<file path="src/pk_consts.svh">
`ifndef PK_CONSTS_SVH
`define PK_CONSTS_SVH

// Width of one incoming symbol in bits
`define PK_SYM_WIDTH 2
// Number of symbols that fill one packed word
`define PK_SYMS_PER_WORD 4
// Width of one packed output word in bits
`define PK_WORD_WIDTH 8
// Slot counter width, enough to index every symbol position in a word
`define PK_SLOT_WIDTH 2
// Per-frame word counter width, the count wraps modulo 256
`define PK_COUNT_WIDTH 8

`endif

</file>
<file path="src/pk_stream_pkg.sv">
`include "pk_consts.svh"

package pk_stream_pkg;

	// One symbol as delivered by the source
	typedef logic [`PK_SYM_WIDTH-1:0] sym_t;

	// One packed word with the earliest symbol of the word in the low bits
	// Positions that a closing word does not fill are zero
	typedef logic [`PK_WORD_WIDTH-1:0] word_t;

endpackage

</file>
<file path="src/pk_ctrl_pkg.sv">
`include "pk_consts.svh"

package pk_ctrl_pkg;

	// FRAME_IDLE means no symbol of the next frame has been taken yet
	// FRAME_OPEN means symbols were taken but the last one has not arrived
	// FRAME_CLOSING means the last symbol was taken and its word is still in flight
	typedef enum logic [1:0] {
		FRAME_IDLE,
		FRAME_OPEN,
		FRAME_CLOSING
	} frame_state_e;

	// Number of words one frame produced
	typedef logic [`PK_COUNT_WIDTH-1:0] word_count_t;

endpackage

</file>
<file path="src/packer.sv">
`timescale 1ns/1ps
`include "pk_consts.svh"

module packer
	(input  logic                 clk_i
	,input  logic                 reset_i

	,input  pk_stream_pkg::sym_t  sym_i
	,input  logic                 valid_i
	,input  logic                 flush_i
	,output logic                 ready_o

	,output pk_stream_pkg::word_t word_o
	,output logic                 word_last_o
	,output logic                 word_valid_o
	,input  logic                 elastic_ready_i
	);

	import pk_stream_pkg::*;

	// Index of the slot that the next accepted symbol goes into
	logic [`PK_SLOT_WIDTH-1:0] slot_r;
	// Symbols of the current word collected so far
	word_t                     acc_r;

	// Incoming symbol moved to the bit position of its slot
	word_t                     sym_shifted_w;
	int unsigned               bit_offset_w;

	logic                      final_slot_w;
	logic                      in_fire_w;
	logic                      emit_w;

	// The next symbol would complete the word
	assign final_slot_w = (slot_r == `PK_SLOT_WIDTH'(`PK_SYMS_PER_WORD - 1));

	// A symbol that completes or closes a word can only be taken when the
	// output stage has room for it, every other symbol is always taken
	assign ready_o = (final_slot_w || flush_i) ? elastic_ready_i : 1'b1;

	assign in_fire_w = valid_i && ready_o;

	// A word leaves in the very cycle its closing symbol is accepted
	assign emit_w = in_fire_w && (final_slot_w || flush_i);

	// Symbol k of a word sits at bits 2k and 2k+1
	assign bit_offset_w  = int'(slot_r) * `PK_SYM_WIDTH;
	assign sym_shifted_w = word_t'(sym_i) << bit_offset_w;

	// The presented word is the accumulator with the current symbol merged in
	// Unfilled upper slots are still zero, so a closing word comes out zero padded
	assign word_o       = acc_r | sym_shifted_w;
	assign word_valid_o = emit_w;
	// Only a word closed by the frame's last symbol carries the last tag
	assign word_last_o  = flush_i;

	always_ff @(posedge clk_i) begin
		if (reset_i) begin
			slot_r <= '0;
			acc_r  <= '0;
		end else if (emit_w) begin
			// Word handed to the output stage, start a fresh one
			slot_r <= '0;
			acc_r  <= '0;
		end else if (in_fire_w) begin
			// Keep the merged symbol and move on to the next slot
			slot_r <= slot_r + 1'b1;
			acc_r  <= word_o;
		end
	end

endmodule

</file>
<file path="src/elastic.sv">
`timescale 1ns/1ps

module elastic
	(input  logic                 clk_i
	,input  logic                 reset_i

	,input  pk_stream_pkg::word_t data_i
	,input  logic                 last_i
	,input  logic                 valid_i
	,output logic                 ready_o

	,output pk_stream_pkg::word_t data_o
	,output logic                 last_o
	,output logic                 valid_o
	,input  logic                 ready_i
	);

	import pk_stream_pkg::*;

	// Held word and its last tag
	word_t data_r;
	logic  last_r;
	// The stage holds a word that has not been taken yet
	logic  valid_r;

	// Room is available when empty or when the held word leaves this cycle
	assign ready_o = !valid_r || ready_i;

	always_ff @(posedge clk_i) begin
		if (reset_i) begin
			valid_r <= 1'b0;
		end else if (ready_o) begin
			valid_r <= valid_i;
		end
	end

	// Payload only changes on a load, so it stays still under back-pressure
	always_ff @(posedge clk_i) begin
		if (ready_o && valid_i) begin
			data_r <= data_i;
			last_r <= last_i;
		end
	end

	assign data_o  = data_r;
	assign last_o  = last_r;
	assign valid_o = valid_r;

endmodule

</file>
<file path="src/frame_ctrl.sv">
`timescale 1ns/1ps

module frame_ctrl
	(input  logic                     clk_i
	,input  logic                     reset_i

	,input  logic                     sym_valid_i
	,input  logic                     sym_last_i
	,output logic                     sym_ready_o

	,output logic                     pk_valid_o
	,output logic                     pk_flush_o
	,input  logic                     pk_ready_i

	,input  logic                     out_valid_i
	,input  logic                     out_ready_i
	,input  logic                     out_last_i

	,output pk_ctrl_pkg::word_count_t frame_words_o
	,output logic                     frame_done_o
	);

	import pk_ctrl_pkg::*;

	frame_state_e state_r;
	frame_state_e state_n;

	// Words of the current frame already delivered downstream
	word_count_t  count_r;
	// Count published for the last finished frame
	word_count_t  words_r;
	logic         done_r;

	logic         closing_w;
	logic         in_fire_w;
	logic         out_fire_w;
	logic         close_fire_w;

	assign closing_w = (state_r == FRAME_CLOSING);

	// Symbols are held off while a finished frame drains
	// This keeps the words of two frames out of one count
	assign pk_valid_o  = sym_valid_i && !closing_w;
	assign pk_flush_o  = sym_valid_i && sym_last_i;
	assign sym_ready_o = pk_ready_i && !closing_w;

	assign in_fire_w    = sym_valid_i && sym_ready_o;
	assign out_fire_w   = out_valid_i && out_ready_i;
	// The tagged word marks the end of the frame on the output side
	assign close_fire_w = out_fire_w && out_last_i;

	always_comb begin
		state_n = state_r;
		unique case (state_r)
			FRAME_IDLE: begin
				if (in_fire_w) begin
					// A one-symbol frame goes straight to closing
					state_n = sym_last_i ? FRAME_CLOSING : FRAME_OPEN;
				end
			end
			FRAME_OPEN: begin
				if (in_fire_w && sym_last_i) begin
					state_n = FRAME_CLOSING;
				end
			end
			FRAME_CLOSING: begin
				if (close_fire_w) begin
					state_n = FRAME_IDLE;
				end
			end
			default: state_n = FRAME_IDLE;
		endcase
	end

	always_ff @(posedge clk_i) begin
		if (reset_i) begin
			state_r <= FRAME_IDLE;
			count_r <= '0;
			words_r <= '0;
			done_r  <= 1'b0;
		end else begin
			state_r <= state_n;
			done_r  <= close_fire_w;
			if (close_fire_w) begin
				// The closing word itself is part of the report
				words_r <= count_r + 1'b1;
				count_r <= '0;
			end else if (out_fire_w) begin
				count_r <= count_r + 1'b1;
			end
		end
	end

	assign frame_words_o = words_r;
	assign frame_done_o  = done_r;

endmodule

</file>
<file path="src/stream_packer.sv">
`timescale 1ns/1ps

module stream_packer
	(input  logic                     clk_i
	,input  logic                     reset_i

	,input  pk_stream_pkg::sym_t      sym_i
	,input  logic                     sym_valid_i
	,input  logic                     sym_last_i
	,output logic                     sym_ready_o

	,output pk_stream_pkg::word_t     word_o
	,output logic                     word_last_o
	,output logic                     word_valid_o
	,input  logic                     word_ready_i

	,output pk_ctrl_pkg::word_count_t frame_words_o
	,output logic                     frame_done_o
	);

	import pk_stream_pkg::*;

	// Controller side of the packer's input handshake
	logic  pk_valid_w;
	logic  pk_flush_w;
	logic  pk_ready_w;

	// Word that the packer presents in the cycle of its closing symbol
	word_t pk_word_w;
	logic  pk_word_last_w;
	logic  pk_word_valid_w;
	// Output stage room, the packer's back-pressure
	logic  el_ready_w;

	// The controller watches the delivered words to count them per frame
	frame_ctrl frame_ctrl_inst
		(.clk_i         (clk_i)
		,.reset_i       (reset_i)
		,.sym_valid_i   (sym_valid_i)
		,.sym_last_i    (sym_last_i)
		,.sym_ready_o   (sym_ready_o)
		,.pk_valid_o    (pk_valid_w)
		,.pk_flush_o    (pk_flush_w)
		,.pk_ready_i    (pk_ready_w)
		,.out_valid_i   (word_valid_o)
		,.out_ready_i   (word_ready_i)
		,.out_last_i    (word_last_o)
		,.frame_words_o (frame_words_o)
		,.frame_done_o  (frame_done_o)
		);

	packer packer_inst
		(.clk_i           (clk_i)
		,.reset_i         (reset_i)
		,.sym_i           (sym_i)
		,.valid_i         (pk_valid_w)
		,.flush_i         (pk_flush_w)
		,.ready_o         (pk_ready_w)
		,.word_o          (pk_word_w)
		,.word_last_o     (pk_word_last_w)
		,.word_valid_o    (pk_word_valid_w)
		,.elastic_ready_i (el_ready_w)
		);

	// Registered output, a word shows up one cycle after its closing symbol
	elastic elastic_inst
		(.clk_i   (clk_i)
		,.reset_i (reset_i)
		,.data_i  (pk_word_w)
		,.last_i  (pk_word_last_w)
		,.valid_i (pk_word_valid_w)
		,.ready_o (el_ready_w)
		,.data_o  (word_o)
		,.last_o  (word_last_o)
		,.valid_o (word_valid_o)
		,.ready_i (word_ready_i)
		);

endmodule

</file>
<file path="config.mk">
export PLATFORM = sky130hd
export DESIGN_NAME = stream_packer
export DESIGN_NICKNAME = d
export VERILOG_FILES = /design/src/pk_stream_pkg.sv /design/src/pk_ctrl_pkg.sv /design/src/packer.sv /design/src/elastic.sv /design/src/frame_ctrl.sv /design/src/stream_packer.sv
export VERILOG_INCLUDE_DIRS = /design/src
export SDC_FILE = /design/constraint.sdc
export NUM_CORES = 1
export LEC_CHECK = 0
export ABC_AREA = 1
export BUFFER_PORTS_ARGS = -buffer_cell sky130_fd_sc_hd__clkbuf_2
export CORE_ASPECT_RATIO = 0.75
export CORE_UTILIZATION = 50
export CTS_CLUSTER_DIAMETER = 80
export DETAILED_ROUTE_END_ITERATION = 12
export GPL_TIMING_DRIVEN = 0
export PLACE_DENSITY = 0.75
export SLEW_MARGIN = 20
export SYNTH_ARGS = -nofsm -noshare
export SYNTH_HDL_FRONTEND = slang
export SYNTH_SLANG_ARGS = --single-unit
export TNS_END_PERCENT = 5
</file>
<file path="constraint.sdc">
create_clock -name clk_i -period 1.3 [get_ports clk_i]
set_input_delay 0.065 -clock clk_i [delete_from_list [all_inputs] [get_ports clk_i]]
set_output_delay 0.065 -clock clk_i [all_outputs]
set_load 0.02 [all_outputs]
</file>
Yosys cells after proc, flatten, opt, wreduce, memory -nomap -nowiden
Index checks and enable logic that the tools add are counted.
{"block": "word_totals", "word_cells": 43, "regBits": 39}
{"block": "classes", "add_sub_neg": 2, "shift": 1, "bitwise": 1, "mux": 6, "reduce_logical": 18, "n_eq_ne": 6}
{"op": "logical AND 1 bit", "n": 10}
{"op": "adder 8 x 1 -> 8 bit, second input constant", "n": 1}
{"op": "2-to-1 mux 2 bit", "n": 4}
{"op": "bitwise OR 8 bit", "n": 1}
{"op": "<< shifter 2 x 3 -> 8 bit", "n": 1}
{"op": "one-hot mux 2 bit (3 select lines)", "n": 1}
{"op": "equality test 2 bit, second input constant", "n": 2}
{"op": "inequality test 2 x 1 -> 1 bit, second input constant", "n": 2}
{"op": "OR reduction 2 bit", "n": 2}
{"op": "AND reduction 3 bit", "n": 1}
{"op": "adder 2 x 1 -> 2 bit, second input constant", "n": 1}
{"op": "equality test 2 x 1 -> 1 bit, second input constant", "n": 1}
{"op": "logical NOT 1 bit", "n": 2}
{"op": "logical NOT 2 bit", "n": 1}
{"op": "logical OR 1 bit", "n": 2}
{"op": "inequality test 2 bit, second input constant", "n": 1}
{"op": "2-to-1 mux 1 bit", "n": 1}

Depth between registers and ports, before layout
Gate-level depths: netlist (run 1).
{"block": "logic_depth", "depth_word": 8, "ltp_mapped": 7, "depth_no_buf": 7}

Cells and area by module
From an unflattened synthesis (run 1), not the netlist that was laid out.
{"block": "unflattened", "hier_cells": 219, "area_unflattened_um2": 1762.9}
{"module": "frame_ctrl", "area_per_inst_um2": 908.4, "n_inst": 1, "seq_area_each_um2": 380.4, "cells_per_inst": 129}
{"module": "packer", "area_per_inst_um2": 536.8, "n_inst": 1, "seq_area_each_um2": 200.2, "cells_per_inst": 75}
{"module": "elastic", "area_per_inst_um2": 317.8, "n_inst": 1, "seq_area_each_um2": 290.3, "cells_per_inst": 15}

Worst setup path after synthesis (run 1)
No wires, ideal clock.
{"block": "synth_path", "kind": "register -> register", "start": "reg packer_inst.slot_r[0]", "end": "reg elastic_inst.data_r[0] (netlist: elastic_inst.data_o[0]), enable pin", "slack_ns": 0.003, "required_ns": 0.971, "period_less_slack_ns": 1.297, "t_arrival_ns": 0.968, "setup_time_ns": 0.329, "stages_incl_launch_ff": 6, "path_cell_list": "dfxtp_1 ha_1 inv_1 nand2_1 nand3_1 inv_1"}
{"block": "synth_via", "elab_chain_cells": 6}
{"element": "start: declaration", "line_no": "packer.sv:22", "source": "logic [`PK_SLOT_WIDTH-1:0] slot_r;"}
{"element": "start signal: assignment", "line_no": "packer.sv:67", "source": "slot_r <= slot_r + 1'b1;"}
{"element": "equality test 2 bit (*)", "line_no": "packer.sv:35", "source": "assign final_slot_w = (slot_r == `PK_SLOT_WIDTH'(`PK_SYMS_PER_WORD - 1));"}
{"element": "logical OR 1 bit (*)", "line_no": "packer.sv:39, packer.sv:44"}
{"element": "2-to-1 mux 1 bit", "line_no": "packer.sv:39", "source": "assign ready_o = (final_slot_w || flush_i) ? elastic_ready_i : 1'b1;"}
{"element": "logical AND 1 bit", "line_no": "packer.sv:41", "source": "assign in_fire_w = valid_i && ready_o;"}
{"element": "logical AND 1 bit (*)", "line_no": "packer.sv:44", "source": "assign emit_w = in_fire_w && (final_slot_w || flush_i);"}
{"element": "logical AND 1 bit (*)", "line_no": "elastic.sv:39", "source": "if (ready_o && valid_i) begin"}
{"element": "end signal: assignment", "line_no": "elastic.sv:40", "source": "data_r <= data_i;"}
{"element": "end: declaration", "line_no": "elastic.sv:21", "source": "word_t data_r;"}
Mark *: on every way between the ends. The rest lies on a longest branch, timed or not.
A chain may end at the register's enable or synchronous reset.

Worst setup path after layout (run 1)
{"block": "layout_path", "start": "reg packer_inst.slot_r[0]", "end": "out sym_ready_o"}
{"block": "layout_via", "elab_chain_cells": 4}
{"element": "equality test 2 bit", "line_no": "packer.sv:35"}
{"element": "logical OR 1 bit", "line_no": "packer.sv:39"}
{"element": "2-to-1 mux 1 bit", "line_no": "packer.sv:39"}
{"element": "logical AND 1 bit", "line_no": "frame_ctrl.sv:45", "source": "assign sym_ready_o = pk_ready_i && !closing_w;"}
{"element": "end: declaration", "line_no": "stream_packer.sv:10", "source": ",output logic sym_ready_o"}
No other way between the ends.

==> impl_metrics.yaml, run 1 <==
sta:
  tightest_slew_ns: 0.247
  timing.slew.headroom_pct: 83.5
  clock_skew_ns: 0.00419
  fin_crit_ns: 1.27
  drv_slew: 0
  hold_violations: 0
  fin_crit_sh_pct: 97.8
  timing.final.ws_setup_ns: 0.0292
  rsz0062_at_grt: "true"
  max_freq_ghz: 0.787
  report.final.setup_viol: 0
critical_path:
  crit_path_end_kind: "output port"
  critPathArrivalTime_ns: 1.21
  crit_fanout: 3
  crit_required_ns: 1.24
  path_class: "register to output port"
  start_kind: "register"
logic_synthesis:
  yosysTopAreaCellShare_pct: 34.8
  synth_cell_types: 20
  synth_area_um2: 1730
  synth_edf_count: 9
  synth.area.top_cells: "dfxtp_1 35%, edfxtp_1 16%, nand2_1 12%"
  syn_nets: 221
  synth_warnings: 0
  synth.most_common_cell: "nand2_1"
  ys_seq_elements: 39
  ys_seq_area_share_pct: 50.4
  synth_common_cells: "55 x nand2_1, 30 x dfxtp_1, 27 x inv_1"
  syn_inst: 212
  synth_top_cell_by_area: "dfxtp_1"
  syn_avg_cell_area_um2: 8.14
  synth-main-ff-cell: "dfxtp_1"
  async_flop_share_pct: 0
placement:
  portBuffers: 26
  dp_hpwl_mm: 2.21
  pre_cts_slack_ns: -0.181
  placed_area_um2: 1910
  gp_congestion: 0.843
final_layout:
  antenna_cells: 0
  drive_gt1_share_pct: 26.6
  finish.instance_area_um2: 2060
  area_growth_pct: 19.1
  nNetsFinal: 256
  fillers: 307
clock_network:
  cts_root_buffer: "clkbuf_8"
  cts_sinks: 39
  clockBufferDepth: 2
  clock_latency_ns: 0.29
  cts_tree: "done"
  cts_buffers: 5
  cts_max_level: 2
  clkTransAtPathRegs_ns: 0.07
detailed_routing:
  wl_met3_um: 174
  wl_mm: 3.28
  vias_per_cell: 4.94
  vias: 1424
  drc: 0
  highest_layer: "met4"
  drtIter0Drc: 93
  wl_met1_mm: 1.67
  met2_length_mm: 1.38
  ant_nets: 0
  drt-pass1-iter-count: 5
  wire_per_inst_um: 11.4
global_routing:
  first_global_vias: 1255
  grt_first_pass_wirelength_mm: 5.52
  grt_overflow: 0
  grt_antenna_before_repair: 0
  track_usage_pct: 19.7
  grt_max_degree: 13
power:
  share_comb_of_total_power_pct: 10.4
  power_frac_seq_pct: 55.4
  clkPwrFrac_pct: 34.1
  power.internal_mw: 1.74
  power_density_nw_per_um2: 1150
  power.switching_mw: 0.613
  power.leakage_nw: 0.891
  swShare_pct: 26.0
  ir_worst_vdd_mv: 0.579
outcome:
  run_status: "completed"
floorplan:
  coreArea_um2: 3290
  io_pins: 27
  start_util_pct: 52.5
  die_w_um: 69.9
  die_h_um: 52.9
  die_area_um2: 3690
  rows: 18
worst_hold_path:
  holdCritPathClass: "input pin to register"
job:
  cap_violations: 0
## final timing paths
kind                                      end                             start  slack, ns  cells after the start
max                               sym_ready_o             packer_inst.slot_r[0]       0.03                      7
min                      elastic_inst.valid_o                           reset_i       0.04                      2
max reg2reg            elastic_inst.data_o[0]        frame_ctrl_inst.state_r[0]       0.05                      4
min reg2reg  frame_ctrl_inst.frame_words_o[6]  frame_ctrl_inst.frame_words_o[6]       0.45                      2
## worst max-delay path: stages, from the launching register on
cell and delay (ns):
dfxtp_4 0.36, ha_4 0.16, inv_2 0.04, nand2_2 0.05
nand2_2 0.07, nand2_2 0.06, inv_2 0.06, buf_8 0.10
## per-stage QoR
step	power (mW)	TNS, ns	hold slack [ns]	util (%)	instances
after floorplan	1.49	0	0.134	-	212
after global placement	1.55	-1.58	0.367	58.0	278
after detailed placement	1.55	-1.69	0.356	58.0	278
after CTS	2.35	-0.0602	0.0405	61.2	287
after global routing	2.48	-0.167	0.0502	62.6	288
final	2.36	0	0.0403	62.6	288
## state kept, by name, indices dropped and copies added (netlist names)
register	count
frame_ctrl_inst.frame_words_o	8
frame_ctrl_inst.count_r	8
elastic_inst.last_o	1
packer_inst.acc_r	8
frame_ctrl_inst.state_r	2
frame_ctrl_inst.frame_done_o	1
elastic_inst.data_o	8
elastic_inst.valid_o	1
packer_inst.slot_r	2
## logic make-up after synthesis
logic type	synth area share, %
compound gates	10.9
xor+xnor	1.52
fa+ha+maj	1.45
buf+inv	9.35
flops	50.4
simple gates	26.3
## layout by cell type, fill, tap and decap left out, drive strengths merged
cell       n
a21boi     1
inv       30
a21oi     17
edfxtp     9
nor3b      1
nor2      22
nand2     60
buf        7
dfxtp     30
clkinv     1
xor2       2
o21ai     14
ha         2
xnor2      1
nand3     19
clkinvlp   1
clkbuf    31
## layer usage
metal / track usage (%) / up-vias
met2: 29.0 / 37
met4: 10.0 / 0
met1: 26.8 / 640
met3: 5.33 / 8
li1: - / 739
met5: 0 / -
## power by group through the flow
| stage | registers (mW) | logic [mW] | clock network, mW |
|---|---|---|---|
| floorplan | 1.34 | 0.146 | 0 |
| global placement | 1.33 | 0.220 | 0 |
| detailed placement | 1.33 | 0.222 | 0 |
| CTS | 1.31 | 0.230 | 0.817 |
| global route | 1.31 | 0.276 | 0.893 |
| finish | 1.31 | 0.246 | 0.805 |
## final cells by class
type,instances,area [µm²],share of cell area (%)
plain buffers,4,41.3,2.01
clock buffers,6,72.6,3.53
clock inverters,2,12.5,0.608
inverters,30,123,5.96
multi-input cells,139,722,35.1
flip-flops and latches,39,881,42.8
well taps,40,50.0,2.43
repair buffers,28,155,7.54
## what timing repair did
item,CTS,global route
pin swaps,0,4
hold buffers,0,0
gates resized for setup,6,13
endpoints found under the setup margin,11,23
buffers inserted,1,1
Power figures use the tool's default switching activity.
==> inputs of run 2 (changes only) <==
- BUFFER_PORTS_ARGS: -buffer_cell sky130_fd_sc_hd__clkbuf_2 -> -buffer_cell sky130_fd_sc_hd__buf_2
- PLACE_DENSITY: 0.75 -> 0.74
- SYNTH_HIERARCHICAL: not set -> 1
==> run 2 against run 1 <==
The run now ends with DRC, setup timing left; non-clock buffer count increased by 4; power is 0.80% higher; sequential share of layout area decreased by 2.3 points; global-route usage grew 0.086 points; flip-flop and latch count unchanged; worst setup slack got worse by 0.12 ns; critical path depth increased by 1; clock power is essentially flat; cell count rose by 3.8%; first-iteration DRC count grew 12%; largest cell class unchanged; highest routed layer unchanged.
==> impl_metrics.yaml, run 2 <==
outcome:
  run_status: "finished with violations"
  violations: "DRC, setup timing"
logic_synthesis:
  synth_area_um2: 1760
  ys_seq_area_share_pct: 49.4
  synth_common_cells: "59 x nand2_1, 30 x dfxtp_1, 30 x inv_1"
  synth-main-ff-cell: "dfxtp_1"
  synth_top_cell_by_area: "dfxtp_1"
  syn_inst: 219
  syn_nets: 228
  yosysTopAreaCellShare_pct: 34.1
  async_flop_share_pct: 0
  ys_seq_elements: 39
  syn_avg_cell_area_um2: 8.05
  synth.area.top_cells: "dfxtp_1 34%, edfxtp_1 15%, nand2_1 13%"
  synth_edf_count: 9
  synth_warnings: 6
  synth_cell_types: 25
  synth.most_common_cell: "nand2_1"
detailed_routing:
  drt-pass1-iter-count: 8
  wl_mm: 3.51
  vias_per_cell: 4.97
  drtIter0Drc: 104
  drc: 4
  ant_nets: 0
  wire_per_inst_um: 11.7
  vias: 1487
clock_network:
  clock_latency_ns: 0.29
  cts_hold_buffers: 0
  clkTransAtPathRegs_ns: 0.08
  cts_max_level: 2
  cts_buffers: 5
  cts_sinks: 39
  cts_tree: "done"
  cts_root_buffer: "clkbuf_8"
  clockBufferDepth: 2
critical_path:
  reg2reg_depth: 8
  slowest_delay_ns: 0.32
  r2r_start: "frame_ctrl_inst/state_r[1]"
  rr_endpoint: "elastic_inst/data_o[6]"
  crit_path_start: "frame_ctrl_inst/state_r[1]"
  crit_family: "buffers and inverters"
  path_class: "register to register"
  crit_required_ns: 1.32
  worstPathCellList: "inv_1, nor2_2, nor2_2, nand3_2, inv_2, inv_2, a21oi_4, buf_6"
  crit_path_end_kind: "register"
  critPathArrivalTime_ns: 1.41
  crit_buf_inv: 4
  critPathSlowestCell: "dfxtp_1"
  crit_fanout: 6
  r2r_slack_ns: -0.09
  start_kind: "register"
sta:
  final.setup.tns_ns: -0.807
  drv_slew: 0
  max_freq_ghz: 0.720
  tightest_slew_ns: 0.251
  hold_violations: 0
  report.final.setup_viol: 10
  rsz0062_at_grt: "true"
  timing.final.ws_setup_ns: -0.0886
  fin_crit_sh_pct: 107
  timing.slew.headroom_pct: 83.3
  clock_skew_ns: 0.00216
  fin_hold_ws_ns: 0.0604
  fin_crit_ns: 1.39
placement:
  placed_area_um2: 1980
  pre_cts_slack_ns: -0.165
  dp_hpwl_mm: 2.38
  gp_congestion: 0.760
  portBuffers: 26
floorplan:
  die_h_um: 53.4
  start_util_pct: 52.9
  coreArea_um2: 3330
  io_pins: 27
  die_area_um2: 3770
  die_w_um: 70.6
  rows: 18
global_routing:
  track_usage_pct: 19.8
  grt_overflow: 0
  grt_max_degree: 13
  grt_util_met3_pct: 7.24
  grt_antenna_before_repair: 0
  grt_use_met1_pct: 26.6
  busiest_layer: "met2"
  grt_use_met2_pct: 29.3
  grt_first_pass_wirelength_mm: 5.48
  first_global_vias: 1218
final_layout:
  finish.instance_area_um2: 2170
  final_cell_mix: "59 x nand2_1, 27 x dfxtp_1, 25 x inv_1, 25 x buf_2, 20 x nand3_1"
  layout_commonest_cell: "nand2_1"
  nNetsFinal: 267
  antenna_cells: 0
  area_growth_pct: 23.2
  drive_gt1_share_pct: 30.9
power:
  power.switching_mw: 0.634
  share_comb_of_total_power_pct: 11.4
  power.leakage_nw: 0.986
  power.internal_mw: 1.74
  power_frac_seq_pct: 54.7
  power_density_nw_per_um2: 1090
  ir_worst_vdd_mv: 0.761
  clkPwrFrac_pct: 34.0
  swShare_pct: 26.7
worst_hold_path:
  whs_endpoint: "elastic_inst/valid_o"
  holdCritPathClass: "input pin to register"
  min_path_cells: 2
  hold_start: "reset_i"
job:
  cap_violations: 0
## run 2: worst register-to-register path, cell delays in order, from the launching register on
cell and delay (ns):
dfxtp_1 0.32, inv_1 0.08, nor2_2 0.06, nor2_2 0.15, nand3_2 0.10, inv_2 0.06
inv_2 0.05, a21oi_4 0.14, buf_6 0.15
## run 2: timing repair
| action | in CTS | in global routing |
|---|---|---|
| pin swaps | 4 | 0 |
| endpoints found under the setup margin | 11 | 19 |
| gates resized for setup | 10 | 10 |
| buffers inserted | 6 | 0 |
## run 2: per-layer routing
metal / vias up / routed length (µm)
met1: 652 / 1800
li1: 788 / -
met5: - / 0
met4: 0 / 40
met3: 8 / 215
met2: 39 / 1450
## run 2: how the worst max path moves through the flow
stage	slack, ns	cells after the start	end
finish	-0.09	8	elastic_inst/data_o[6]
floorplan	-0.03	6	elastic_inst/data_o[0]
global route	-0.17	7	elastic_inst/data_o[7]
detailed placement	-0.17	7	elastic_inst/data_o[4]
CTS	-0.07	6	sym_ready_o
global placement	-0.16	6	elastic_inst/data_o[4]
## run 2: area by class of cell
type,instances,area (µm²)
fill,300,1160
sequential,39,880
multi-input combinational,141,791
timing repair buffer,32,193
inverter,35,141
clock buffer,5,68.8
tap,40,50.0
buffer,4,33.8
clock inverter,3,15.0
## run 2: power groups by stage
stage	clock network (mW)	logic (mW)	registers, mW
after detailed placement	0	0.231	1.33
after global routing	0.868	0.295	1.30
final	0.807	0.271	1.30
after CTS	0.812	0.256	1.30
after global placement	0	0.227	1.33
after floorplan	0	0.153	1.34
## run 2: cell families (layout without fill, tap and decap cells)
kind of cell | Yosys count | after routing | synth area share (%)
buffers and inverters | 39 | 79 | 9.79
DFF | 39 | 39 | 49.4
AOI/OAI and AO/OA | 33 | 33 | 10.2
adders and majority gates | 2 | 2 | 1.42
and+or+nand+nor | 106 | 106 | 29.2
## run 2: through the flow
stage	utilization [%]	instances	power, mW
after floorplan	-	219	1.50
after CTS	64.2	299	2.37
after detailed placement	59.3	285	1.56
final	65.2	299	2.38
after global routing	65.2	299	2.47
after global placement	59.3	285	1.56
